==> config.mk <==
export PLATFORM = sky130hd
export DESIGN_NAME = rv_core
export DESIGN_NICKNAME = d
export VERILOG_FILES = /design/src/common/rv_core_pkg.sv /design/src/common/rv_isa_pkg.sv /design/src/common/exec_bus_if.sv /design/src/decode/decode_unit.sv /design/src/decode/reg_bank.sv /design/src/execute_unit.sv /design/src/fetch_unit.sv /design/src/retire_unit.sv /design/src/rv_core.sv
export VERILOG_INCLUDE_DIRS = /design/src /design/src/common
export SDC_FILE = /design/constraint.sdc
export NUM_CORES = 2
export LEC_CHECK = 0
export BUFFER_PORTS_ARGS = -buffer_cell sky130_fd_sc_hd__buf_2
export CAP_MARGIN = 20
export CORE_MARGIN = 1.5
export CORE_UTILIZATION = 35
export CTS_BUF_LIST = sky130_fd_sc_hd__clkbuf_4 sky130_fd_sc_hd__clkbuf_8
export CTS_CLUSTER_SIZE = 24
export DETAILED_ROUTE_END_ITERATION = 8
export MAX_ROUTING_LAYER = met4
export SETUP_SLACK_MARGIN = 0.05
export SLEW_MARGIN = 20
export SYNTH_ARGS = -nofsm -noshare
export SYNTH_HDL_FRONTEND = slang
export SYNTH_SLANG_ARGS = --single-unit
==> constraint.sdc <==
create_clock -name clk -period 5.46 [get_ports clk]
set_input_delay 0.273 -clock clk [delete_from_list [all_inputs] [get_ports clk]]
set_output_delay 0.273 -clock clk [all_outputs]
set_load 0.01 [all_outputs]
==> src/common/rv_core_params.svh <==
// Core configuration macros
`ifndef RV_CORE_PARAMS_SVH
`define RV_CORE_PARAMS_SVH

// Address of the first instruction fetch
`define RESET_PC 32'h0000_0000

// Data and address width
`define XLEN 32

// Architectural registers, x0 included
`define NUM_REGS 32

`endif

==> src/common/rv_core_pkg.sv <==
// Pipeline types
`include "rv_core_params.svh"

package rv_core_pkg;

    // Data or address word
    typedef logic [`XLEN-1:0] word_t;

    // Register index
    typedef logic [$clog2(`NUM_REGS)-1:0] reg_idx_t;

    // Operation carried from decode to retire
    typedef enum logic [3:0] {
        NOP,
        ADD,
        SUB,
        SLL,
        SLT,
        XOR,
        SRL,
        OR,
        AND,
        LUI,
        LW,
        SW,
        BEQ,
        BNE,
        JAL
    } exec_op_e;

    // Operations that produce a value for rd
    function automatic logic op_writes_rd(exec_op_e op);
        return !(op inside {NOP, SW, BEQ, BNE});
    endfunction

endpackage

==> src/common/rv_isa_pkg.sv <==
// RV32I instruction encoding
`include "rv_core_params.svh"

package rv_isa_pkg;

    // Raw instruction word
    typedef logic [`XLEN-1:0] instr_t;

    // Function field, bits 14:12
    typedef logic [2:0] funct3_t;

    // Major opcodes, bits 6:0
    typedef enum logic [6:0] {
        OP_LUI    = 7'b0110111,
        OP_IMM    = 7'b0010011,
        OP_REG    = 7'b0110011,
        OP_LOAD   = 7'b0000011,
        OP_STORE  = 7'b0100011,
        OP_BRANCH = 7'b1100011,
        OP_JAL    = 7'b1101111
    } opcode_e;

    // Upper function field, bits 31:25
    typedef enum logic [6:0] {
        F7_BASE = 7'b0000000,
        F7_ALT  = 7'b0100000
    } funct7_e;

    // ALU function codes, register and immediate forms
    localparam funct3_t F3_ADD = 3'b000;
    localparam funct3_t F3_SLL = 3'b001;
    localparam funct3_t F3_SLT = 3'b010;
    localparam funct3_t F3_XOR = 3'b100;
    localparam funct3_t F3_SRL = 3'b101;
    localparam funct3_t F3_OR  = 3'b110;
    localparam funct3_t F3_AND = 3'b111;

    // Branch conditions
    localparam funct3_t F3_BEQ = 3'b000;
    localparam funct3_t F3_BNE = 3'b001;

    // Word size for loads and stores
    localparam funct3_t F3_WORD = 3'b010;

endpackage

==> src/common/exec_bus_if.sv <==
// Decode to execute register
`timescale 1ns/1ps

interface exec_bus_if;

    // Live instruction marker, no handshake
    logic                  valid;
    rv_core_pkg::exec_op_e op;
    rv_core_pkg::word_t    pc;

    // Operands, rs2_data already holds the immediate for ALU immediates
    rv_core_pkg::word_t    rs1_data;
    rv_core_pkg::word_t    rs2_data;
    rv_core_pkg::word_t    imm;
    rv_core_pkg::reg_idx_t rd;

    // Decode owns the register
    modport decode_mp (output valid, op, pc, rs1_data, rs2_data, imm, rd);

    modport execute_mp (input valid, op, pc, rs1_data, rs2_data, imm, rd);

endinterface

==> src/decode/decode_unit.sv <==
// Instruction decode stage
`timescale 1ns/1ps

module decode_unit (
    input  logic                  clk,
    input  logic                  reset_n,
    input  logic                  valid_i,
    input  rv_core_pkg::word_t    pc_i,
    input  rv_core_pkg::word_t    instruction_i,
    input  logic                  jump_i,
    output rv_core_pkg::reg_idx_t rs1_o,
    output rv_core_pkg::reg_idx_t rs2_o,
    input  rv_core_pkg::word_t    rs1_data_i,
    input  rv_core_pkg::word_t    rs2_data_i,
    output logic                  hazard_o,
    exec_bus_if.decode_mp         exec_bus
);

    ////////////////////////////////////////////////////////////
    // Field extraction
    ////////////////////////////////////////////////////////////

    rv_isa_pkg::instr_t    instr;
    rv_isa_pkg::opcode_e   opcode;
    rv_isa_pkg::funct3_t   funct3;
    rv_isa_pkg::funct7_e   funct7;
    rv_core_pkg::reg_idx_t rd;
    rv_core_pkg::exec_op_e op;
    rv_core_pkg::word_t    imm;
    logic                  imm_operand;
    logic                  use_rs1;
    logic                  use_rs2;
    logic                  ex_writes;

    assign instr  = instruction_i;
    assign opcode = rv_isa_pkg::opcode_e'(instr[6:0]);
    assign funct3 = instr[14:12];
    assign funct7 = rv_isa_pkg::funct7_e'(instr[31:25]);
    assign rd     = instr[11:7];
    assign rs1_o  = instr[19:15];
    assign rs2_o  = instr[24:20];

    // Opcode and function fields to operation
    // Unknown encodings fall to NOP
    always_comb begin
        op = rv_core_pkg::NOP;
        case (opcode)
            rv_isa_pkg::OP_LUI: op = rv_core_pkg::LUI;
            rv_isa_pkg::OP_JAL: op = rv_core_pkg::JAL;
            rv_isa_pkg::OP_IMM: begin
                case (funct3)
                    rv_isa_pkg::F3_ADD: op = rv_core_pkg::ADD;
                    rv_isa_pkg::F3_SLT: op = rv_core_pkg::SLT;
                    rv_isa_pkg::F3_XOR: op = rv_core_pkg::XOR;
                    rv_isa_pkg::F3_OR:  op = rv_core_pkg::OR;
                    rv_isa_pkg::F3_AND: op = rv_core_pkg::AND;
                    default:            op = rv_core_pkg::NOP;
                endcase
            end
            rv_isa_pkg::OP_REG: begin
                if (funct7 == rv_isa_pkg::F7_ALT && funct3 == rv_isa_pkg::F3_ADD) begin
                    op = rv_core_pkg::SUB;
                end else if (funct7 == rv_isa_pkg::F7_BASE) begin
                    case (funct3)
                        rv_isa_pkg::F3_ADD: op = rv_core_pkg::ADD;
                        rv_isa_pkg::F3_SLL: op = rv_core_pkg::SLL;
                        rv_isa_pkg::F3_SLT: op = rv_core_pkg::SLT;
                        rv_isa_pkg::F3_XOR: op = rv_core_pkg::XOR;
                        rv_isa_pkg::F3_SRL: op = rv_core_pkg::SRL;
                        rv_isa_pkg::F3_OR:  op = rv_core_pkg::OR;
                        rv_isa_pkg::F3_AND: op = rv_core_pkg::AND;
                        default:            op = rv_core_pkg::NOP;
                    endcase
                end
            end
            rv_isa_pkg::OP_LOAD: begin
                if (funct3 == rv_isa_pkg::F3_WORD) op = rv_core_pkg::LW;
            end
            rv_isa_pkg::OP_STORE: begin
                if (funct3 == rv_isa_pkg::F3_WORD) op = rv_core_pkg::SW;
            end
            rv_isa_pkg::OP_BRANCH: begin
                if (funct3 == rv_isa_pkg::F3_BEQ) op = rv_core_pkg::BEQ;
                else if (funct3 == rv_isa_pkg::F3_BNE) op = rv_core_pkg::BNE;
            end
            default: op = rv_core_pkg::NOP;
        endcase
    end

    // Immediate by format
    always_comb begin
        case (opcode)
            rv_isa_pkg::OP_LUI:    imm = {instr[31:12], 12'b0};
            rv_isa_pkg::OP_STORE:  imm = {{20{instr[31]}}, instr[31:25], instr[11:7]};
            rv_isa_pkg::OP_BRANCH: imm = {{19{instr[31]}}, instr[31], instr[7],
                                          instr[30:25], instr[11:8], 1'b0};
            rv_isa_pkg::OP_JAL:    imm = {{11{instr[31]}}, instr[31], instr[19:12],
                                          instr[20], instr[30:21], 1'b0};
            default:               imm = {{20{instr[31]}}, instr[31:20]};
        endcase
    end

    ////////////////////////////////////////////////////////////
    // Hazard detection
    ////////////////////////////////////////////////////////////

    // ALU immediates take the immediate in place of rs2
    assign imm_operand = (opcode == rv_isa_pkg::OP_IMM);
    assign use_rs1     = !(op inside {rv_core_pkg::NOP, rv_core_pkg::LUI, rv_core_pkg::JAL});
    assign use_rs2     = use_rs1 && !imm_operand && op != rv_core_pkg::LW;

    // Execute-stage rd comes back from our own register
    assign ex_writes = exec_bus.valid && rv_core_pkg::op_writes_rd(exec_bus.op)
                       && exec_bus.rd != '0;

    // Retire is covered by the write-through read
    assign hazard_o = valid_i && ex_writes
                      && ((use_rs1 && rs1_o == exec_bus.rd)
                          || (use_rs2 && rs2_o == exec_bus.rd));

    ////////////////////////////////////////////////////////////
    // Decode/execute register
    ////////////////////////////////////////////////////////////

    always_ff @(posedge clk or negedge reset_n) begin
        if (!reset_n) begin
            exec_bus.valid <= 1'b0;
            exec_bus.op    <= rv_core_pkg::NOP;
        end else begin
            // Bubble on hazard, squash on redirect
            exec_bus.valid <= valid_i && !hazard_o && !jump_i;
            exec_bus.op    <= op;
        end
    end

    always_ff @(posedge clk) begin
        exec_bus.pc       <= pc_i;
        exec_bus.rs1_data <= rs1_data_i;
        exec_bus.rs2_data <= imm_operand ? imm : rs2_data_i;
        exec_bus.imm      <= imm;
        exec_bus.rd       <= rd;
    end

    // Fetch presents a stalled instruction again on the next cycle
    assert property (@(posedge clk) disable iff (!reset_n)
        hazard_o && !jump_i |=> valid_i && $stable(pc_i))
        else $error("decode: stalled instruction not held by fetch");

endmodule

==> src/decode/reg_bank.sv <==
// Integer register bank
`timescale 1ns/1ps
`include "rv_core_params.svh"

module reg_bank (
    input  logic                  clk,
    input  logic                  reset_n,
    input  rv_core_pkg::reg_idx_t rs1_i,
    input  rv_core_pkg::reg_idx_t rs2_i,
    input  rv_core_pkg::reg_idx_t rd_i,
    input  logic                  we_i,
    input  rv_core_pkg::word_t    data_i,
    output rv_core_pkg::word_t    data1_o,
    output rv_core_pkg::word_t    data2_o
);

    // x0 has no storage
    rv_core_pkg::word_t regs [1:`NUM_REGS-1];

    // x0 reads zero, a same-cycle write passes straight through
    function automatic rv_core_pkg::word_t read_port(rv_core_pkg::reg_idx_t idx);
        if (idx == '0) return '0;
        if (we_i && idx == rd_i) return data_i;
        return regs[idx];
    endfunction

    always_ff @(posedge clk or negedge reset_n) begin
        if (!reset_n) begin
            for (int i = 1; i < `NUM_REGS; i++) begin
                regs[i] <= '0;
            end
        end else if (we_i && rd_i != '0) begin
            regs[rd_i] <= data_i;
        end
    end

    always_comb begin
        data1_o = read_port(rs1_i);
        data2_o = read_port(rs2_i);
    end

endmodule

==> src/execute_unit.sv <==
// Execute stage
`timescale 1ns/1ps

module execute_unit (
    input  logic                  clk,
    input  logic                  reset_n,
    exec_bus_if.execute_mp        exec_bus,
    output logic                  jump_o,
    output rv_core_pkg::word_t    jump_target_o,
    output logic                  dmem_en_o,
    output logic                  dmem_we_o,
    output rv_core_pkg::word_t    dmem_addr_o,
    output rv_core_pkg::word_t    dmem_wdata_o,
    output rv_core_pkg::reg_idx_t rd_retire_o,
    output rv_core_pkg::word_t    result_retire_o,
    output logic                  we_retire_o,
    output logic                  load_retire_o
);

    rv_core_pkg::word_t    a;
    rv_core_pkg::word_t    b;
    rv_core_pkg::word_t    mem_addr;
    rv_core_pkg::word_t    result;
    logic                  taken;
    rv_core_pkg::exec_op_e op_retire;

    assign a = exec_bus.rs1_data;
    assign b = exec_bus.rs2_data;

    ////////////////////////////////////////////////////////////
    // ALU
    ////////////////////////////////////////////////////////////

    always_comb begin
        case (exec_bus.op)
            rv_core_pkg::ADD: result = a + b;
            rv_core_pkg::SUB: result = a - b;
            rv_core_pkg::SLL: result = a << b[4:0];
            rv_core_pkg::SLT: result = rv_core_pkg::word_t'($signed(a) < $signed(b));
            rv_core_pkg::XOR: result = a ^ b;
            rv_core_pkg::SRL: result = a >> b[4:0];
            rv_core_pkg::OR:  result = a | b;
            rv_core_pkg::AND: result = a & b;
            rv_core_pkg::LUI: result = exec_bus.imm;
            // Link address
            rv_core_pkg::JAL: result = exec_bus.pc + rv_core_pkg::word_t'(4);
            default:          result = mem_addr;
        endcase
    end

    ////////////////////////////////////////////////////////////
    // Branch resolution and data request
    ////////////////////////////////////////////////////////////

    assign taken = (exec_bus.op == rv_core_pkg::BEQ && a == b)
                   || (exec_bus.op == rv_core_pkg::BNE && a != b);

    assign jump_o        = exec_bus.valid && (taken || exec_bus.op == rv_core_pkg::JAL);
    assign jump_target_o = exec_bus.pc + exec_bus.imm;

    // Word port only, low bits dropped
    assign mem_addr = (a + exec_bus.imm) & ~rv_core_pkg::word_t'(3);

    assign dmem_en_o    = exec_bus.valid
                          && exec_bus.op inside {rv_core_pkg::LW, rv_core_pkg::SW};
    assign dmem_we_o    = exec_bus.valid && exec_bus.op == rv_core_pkg::SW;
    assign dmem_addr_o  = mem_addr;
    assign dmem_wdata_o = b;

    ////////////////////////////////////////////////////////////
    // Execute/retire register
    ////////////////////////////////////////////////////////////

    always_ff @(posedge clk or negedge reset_n) begin
        if (!reset_n) begin
            we_retire_o <= 1'b0;
            op_retire   <= rv_core_pkg::NOP;
        end else begin
            we_retire_o <= exec_bus.valid && rv_core_pkg::op_writes_rd(exec_bus.op);
            op_retire   <= exec_bus.valid ? exec_bus.op : rv_core_pkg::NOP;
        end
    end

    always_ff @(posedge clk) begin
        rd_retire_o     <= exec_bus.rd;
        result_retire_o <= result;
    end

    // Load data arrives during retire
    assign load_retire_o = (op_retire == rv_core_pkg::LW);

endmodule

==> src/fetch_unit.sv <==
// Instruction fetch stage
`timescale 1ns/1ps
`include "rv_core_params.svh"

module fetch_unit (
    input  logic               clk,
    input  logic               reset_n,
    input  logic               hazard_i,
    input  logic               jump_i,
    input  rv_core_pkg::word_t jump_target_i,
    output logic               imem_en_o,
    output rv_core_pkg::word_t imem_addr_o,
    output logic               valid_o,
    output rv_core_pkg::word_t pc_o
);

    // Next address to request
    rv_core_pkg::word_t pc;

    // Memory is always ready, so request every cycle
    assign imem_en_o = 1'b1;

    // On a hazard re-request the word held in decode
    assign imem_addr_o = hazard_i ? pc_o : pc;

    always_ff @(posedge clk or negedge reset_n) begin
        if (!reset_n) begin
            pc      <= `RESET_PC;
            valid_o <= 1'b0;
        end else begin
            // Word in flight is dropped on a redirect
            valid_o <= !jump_i;
            if (jump_i) begin
                pc <= jump_target_i;
            end else if (!hazard_i) begin
                pc <= pc + rv_core_pkg::word_t'(4);
            end
        end
    end

    // Address of the word returning next cycle
    always_ff @(posedge clk) begin
        pc_o <= imem_addr_o;
    end

    // Fetch never leaves word alignment
    assert property (@(posedge clk) disable iff (!reset_n)
        imem_en_o |-> imem_addr_o[1:0] == 2'b00)
        else $error("fetch: misaligned address %h", imem_addr_o);

endmodule

==> src/retire_unit.sv <==
// Retire stage
`timescale 1ns/1ps

module retire_unit (
    input  logic                  load_i,
    input  rv_core_pkg::word_t    result_i,
    input  rv_core_pkg::word_t    dmem_rdata_i,
    input  logic                  we_i,
    input  rv_core_pkg::reg_idx_t rd_i,
    output logic                  rf_we_o,
    output rv_core_pkg::reg_idx_t rf_rd_o,
    output rv_core_pkg::word_t    rf_data_o
);

    // Memory word for LW, ALU result for the rest
    assign rf_data_o = load_i ? dmem_rdata_i : result_i;

    // x0 stays zero
    assign rf_we_o = we_i && rd_i != '0;
    assign rf_rd_o = rd_i;

endmodule

==> src/rv_core.sv <==
// RV32I four-stage core
`timescale 1ns/1ps

module rv_core (
    input  logic               clk,
    input  logic               reset_n,
    output logic               imem_en_o,
    output rv_core_pkg::word_t imem_addr_o,
    input  rv_core_pkg::word_t imem_data_i,
    output logic               dmem_en_o,
    output logic               dmem_we_o,
    output rv_core_pkg::word_t dmem_addr_o,
    output rv_core_pkg::word_t dmem_wdata_o,
    input  rv_core_pkg::word_t dmem_rdata_i
);

    ////////////////////////////////////////////////////////////
    // Stage links
    ////////////////////////////////////////////////////////////

    // Redirect and interlock
    logic                  jump;
    rv_core_pkg::word_t    jump_target;
    logic                  hazard;

    // Fetch to decode
    logic                  fetch_valid;
    rv_core_pkg::word_t    fetch_pc;

    // Register bank reads
    rv_core_pkg::reg_idx_t rs1;
    rv_core_pkg::reg_idx_t rs2;
    rv_core_pkg::word_t    rs1_data;
    rv_core_pkg::word_t    rs2_data;

    // Execute to retire
    rv_core_pkg::reg_idx_t rd_retire;
    rv_core_pkg::word_t    result_retire;
    logic                  we_retire;
    logic                  load_retire;

    // Register bank write port
    logic                  rf_we;
    rv_core_pkg::reg_idx_t rf_rd;
    rv_core_pkg::word_t    rf_data;

    exec_bus_if exec_bus_i ();

    ////////////////////////////////////////////////////////////
    // Stages
    ////////////////////////////////////////////////////////////

    fetch_unit fetch_unit_i (
        .clk          (clk),
        .reset_n      (reset_n),
        .hazard_i     (hazard),
        .jump_i       (jump),
        .jump_target_i(jump_target),
        .imem_en_o    (imem_en_o),
        .imem_addr_o  (imem_addr_o),
        .valid_o      (fetch_valid),
        .pc_o         (fetch_pc)
    );

    decode_unit decode_unit_i (
        .clk          (clk),
        .reset_n      (reset_n),
        .valid_i      (fetch_valid),
        .pc_i         (fetch_pc),
        .instruction_i(imem_data_i),
        .jump_i       (jump),
        .rs1_o        (rs1),
        .rs2_o        (rs2),
        .rs1_data_i   (rs1_data),
        .rs2_data_i   (rs2_data),
        .hazard_o     (hazard),
        .exec_bus     (exec_bus_i.decode_mp)
    );

    reg_bank reg_bank_i (
        .clk    (clk),
        .reset_n(reset_n),
        .rs1_i  (rs1),
        .rs2_i  (rs2),
        .rd_i   (rf_rd),
        .we_i   (rf_we),
        .data_i (rf_data),
        .data1_o(rs1_data),
        .data2_o(rs2_data)
    );

    execute_unit execute_unit_i (
        .clk            (clk),
        .reset_n        (reset_n),
        .exec_bus       (exec_bus_i.execute_mp),
        .jump_o         (jump),
        .jump_target_o  (jump_target),
        .dmem_en_o      (dmem_en_o),
        .dmem_we_o      (dmem_we_o),
        .dmem_addr_o    (dmem_addr_o),
        .dmem_wdata_o   (dmem_wdata_o),
        .rd_retire_o    (rd_retire),
        .result_retire_o(result_retire),
        .we_retire_o    (we_retire),
        .load_retire_o  (load_retire)
    );

    retire_unit retire_unit_i (
        .load_i      (load_retire),
        .result_i    (result_retire),
        .dmem_rdata_i(dmem_rdata_i),
        .we_i        (we_retire),
        .rd_i        (rd_retire),
        .rf_we_o     (rf_we),
        .rf_rd_o     (rf_rd),
        .rf_data_o   (rf_data)
    );

endmodule

==> impl_metrics.env <==
export IMPL_cp_start_kind="flop"
export IMPL_drt_wl_total_um=278000
export IMPL_p_leak_nw=31.9
export IMPL_synth_top_family_by_area="multiplexers"
export IMPL_synthCells=6867
export IMPL_cp_end_kind="primary output"
export IMPL_period_needed_ns=5.20
export IMPL_post_synth_and_or_nand_nor_area_fraction=0.106
export IMPL_synthXorXnorAreaFrac=0.0163
export IMPL_io_buffers=161
export IMPL_fin_tns_setup_ns=0
export IMPL_cp_startpoint="decode_unit_i.exec_bus.op[2]$_DFF_PN0_"
export IMPL_n_fill_cell=19500
export IMPL_rsz0062_at_grt="no"
export IMPL_r2r_slack_ns=0.68
export IMPL_hp_class="primary input to async pin"
export IMPL_dpl_hpwl_um=181000
export IMPL_routedWlPerCell_um=28.8
export IMPL_synth_async_reset_ratio=0.837
export IMPL_drt_initial_drc_count=6524
export IMPL_setup_ws_ns=0.255
export IMPL_dp_slack_ns=0.852
export IMPL_clock_tree_htree_level_count=4
export IMPL_ys_ff_latch=1237
export IMPL_cts_tree="done"
export IMPL_max_cap_violations=0
export IMPL_track_usage=0.274
export IMPL_cts_made_buffers=208
export IMPL_viasPerCell=6.02
export IMPL_r2r_end="fetch_unit_i.pc[23]$_DFFE_PN0P_"
export IMPL_layout_nets=7067
export IMPL_synth_compound_area_frac=0.153
export IMPL_skew_ns=0.0758
export IMPL_cts_num_sinks=1237
export IMPL_rr_startpoint="decode_unit_i.exec_bus.rs1_data[26]$_SDFF_PN0_"
export IMPL_placed_cells=9226
export IMPL_place_congestion=1.00
export IMPL_vias=58300
export IMPL_grt_pass1_wl_um=404000
export IMPL_syn_to_final_growth_pct=12.6
export IMPL_cp_required_ns=5.19
export IMPL_slew_headroom=0.156
export IMPL_netlist_area_um2=71500
export IMPL_cts_root_buffer="clkbuf_8"
export IMPL_r2r_cells=12
export IMPL_synth_edff_count=0
export IMPL_grt_max_degree=193
export IMPL_drive_above_1_share=0.220
export IMPL_grt_overflow=0
export IMPL_cp_max_fo=24
export IMPL_path_class="flop to primary output"
export IMPL_worst_ir_drop_vdd_v=0.000282
export IMPL_status="finished, final reports clean"
export IMPL_max_freq_mhz=192
export IMPL_syn_area_per_cell_um2=10.4
export IMPL_powerDensity_nw_per_um2=335
export IMPL_die_area_um2=207000
export IMPL_grt_pass1_vias=57100
export IMPL_yosysTopAreaCell="dfrtp_1"
export IMPL_min_period_over_period=0.953
export IMPL_die_h_um=455
export IMPL_drcViolationCount=0
export IMPL_arrival_ns=4.93
export IMPL_boundaryPins=165
export IMPL_final_cells=9683
export IMPL_synth_ff_type="dfrtp_1"
export IMPL_drt_pass1_iterations=6
export IMPL_grt_antenna_before_repair=11
export IMPL_die_w_um=455
export IMPL_hold_viol=0
export IMPL_maxSlewViolCount=0
export IMPL_endpoint="imem_addr_o[30]"
export IMPL_num_rows=165
export IMPL_final_common_cell="dfrtp_1"
export IMPL_synth_distinct_cells=96
export IMPL_setup_viol=0
export IMPL_core_area_um2=203000
export IMPL_clk_path_buf_depth=3
export IMPL_synthMuxAreaShare=0.237
export IMPL_most_common_layout_cells="dfrtp_1 (1033), nand2_1 (783), o21ai_0 (747)"
export IMPL_synth_warnings=0
export IMPL_synth_area_leaders="dfrtp_1 (36%), mux4_2 (19%), dfxtp_1 (5.7%)"
export IMPL_tightest_slew_ns=1.25
export IMPL_synth_top_area_share=0.362
export IMPL_start_util=0.353
export IMPL_clkTransAtPathRegs_ns=0.05
export IMPL_clock_latency_ns=1.00
export IMPL_ant_nets=0
export IMPL_synth_yosys_seq_area_share=0.419
export IMPL_post_cts_setup_buffer_count=0
export IMPL_utilization=0.397
export IMPL_synthAdderAreaFrac=0.0288
## final cells by class
| class | count | area [um^2] | share of cell area |
|---|---|---|---|
| multi-input combinational | 4888 | 39200 | 0.487 |
| sequential | 1237 | 30000 | 0.372 |
| clock buffer | 336 | 4150 | 0.0515 |
| tap | 2672 | 3340 | 0.0415 |
| timing repair buffer | 383 | 3030 | 0.0376 |
| inverter | 120 | 450 | 0.00559 |
| clock inverter | 41 | 393 | 0.00488 |
| antenna | 6 | 15.0 | 0.000186 |
## worst max-delay path, stage by stage, from the launching register on
cell and delay, ns:
dfrtp_1 0.71, nand2b_1 0.50, o221ai_2 0.61, or3_1 0.23
a2bb2oi_2 0.49, or2_2 0.47, buf_4 0.39, mux2_2 0.40
buf_2 0.14
## synth_stat cells, types with 33 or more instances
| library cell | n |
|---|---|
| nand4_1 | 37 |
| mux2i_1 | 163 |
| a21oi_1 | 641 |
| nand3_1 | 59 |
| buf_1 | 58 |
| dfxtp_1 | 202 |
| ha_1 | 160 |
| o21ai_0 | 748 |
| a21o_1 | 58 |
| mux2_2 | 117 |
| a221oi_1 | 33 |
| inv_1 | 116 |
| dfrtp_1 | 1035 |
| mux4_2 | 616 |
| clkbuf_1 | 508 |
| a31oi_1 | 34 |
| xor2_1 | 43 |
| nand2_1 | 798 |
| nor2_1 | 660 |
| xnor2_1 | 90 |
| buf_2 | 50 |
| a22oi_1 | 46 |
| nor3_1 | 50 |
## sequential cells by signal, summed over array words and instances, names as in the netlist
name / count
reg_bank_i.regs: 992
decode_unit_i.exec_bus.imm: 32
decode_unit_i.exec_bus.pc: 32
decode_unit_i.exec_bus.rs1_data: 32
decode_unit_i.exec_bus.rs2_data: 32
execute_unit_i.result_retire_o: 32
fetch_unit_i.pc: 32
fetch_unit_i.pc_o: 32
decode_unit_i.exec_bus.rd: 5
execute_unit_i.rd_retire_o: 5
decode_unit_i.exec_bus.op: 4
execute_unit_i.op_retire: 4
decode_unit_i.exec_bus.valid: 1
execute_unit_i.we_retire_o: 1
fetch_unit_i.valid_o: 1
## worst min path at each step
stage / startpoint / to / slack, ns / cells past startpoint
detailed placement: fetch_unit_i.pc_o[15]$_DFF_P_ / decode_unit_i.exec_bus.pc[15]$_DFF_P_ / 0.34 / 0
global placement: fetch_unit_i.pc_o[16]$_DFF_P_ / decode_unit_i.exec_bus.pc[16]$_DFF_P_ / 0.33 / 0
finish: reset_n / fetch_unit_i.pc[7]$_DFFE_PN0P_ / 0.07 / 3
global route: dmem_rdata_i[18] / reg_bank_i.regs[210]$_DFFE_PN0P_ / 0.06 / 3
CTS: dmem_rdata_i[18] / reg_bank_i.regs[594]$_DFFE_PN0P_ / 0.005 / 3
floorplan: reset_n / decode_unit_i.exec_bus.op[0]$_DFF_PN0_ / -0.02 / 0
## kinds of logic after synthesis
kind of cell,after synthesis
adders and majority gates,163
DFF,1237
muxes,909
and+or+nand+nor,1794
buffers and inverters,743
other,2
xor gates and xnor gates,133
AOI/OAI and AO/OA,1886
## per-layer routing
layer	vias up	track usage	wire length (um)
li1	25200	-	-
met1	29400	0.334	108000
met2	2908	0.429	130000
met5	-	-	0
met4	0	0.159	18900
met3	806	0.0476	21300
## stage by stage
step | instance area, um^2 | total power (W) | hold slack [ns]
final | 80600 | 0.0270 | 0.0679
after global routing | 80600 | 0.0281 | 0.0569
after CTS | 80500 | 0.0270 | 0.00463
after detailed placement | 75200 | 0.0179 | 0.336
after global placement | 75100 | 0.0178 | 0.334
after floorplan | 71500 | 0.0152 | -0.0226
## timing repair
action / in CTS / in global routing
gates resized for setup: 1 / 2
hold buffers: 70 / 1
gates cloned: 0 / 0
endpoints found under the hold margin: 976 / 2
endpoints found under the setup margin: 22 / 22
## power by group
part	switching (W)	internal (W)
clock	0.00407	0.00501
combinational	0.00434	0.00262
sequential	0.000937	0.0100
total	0.00934	0.0177
(Power assumes the default switching activity.)
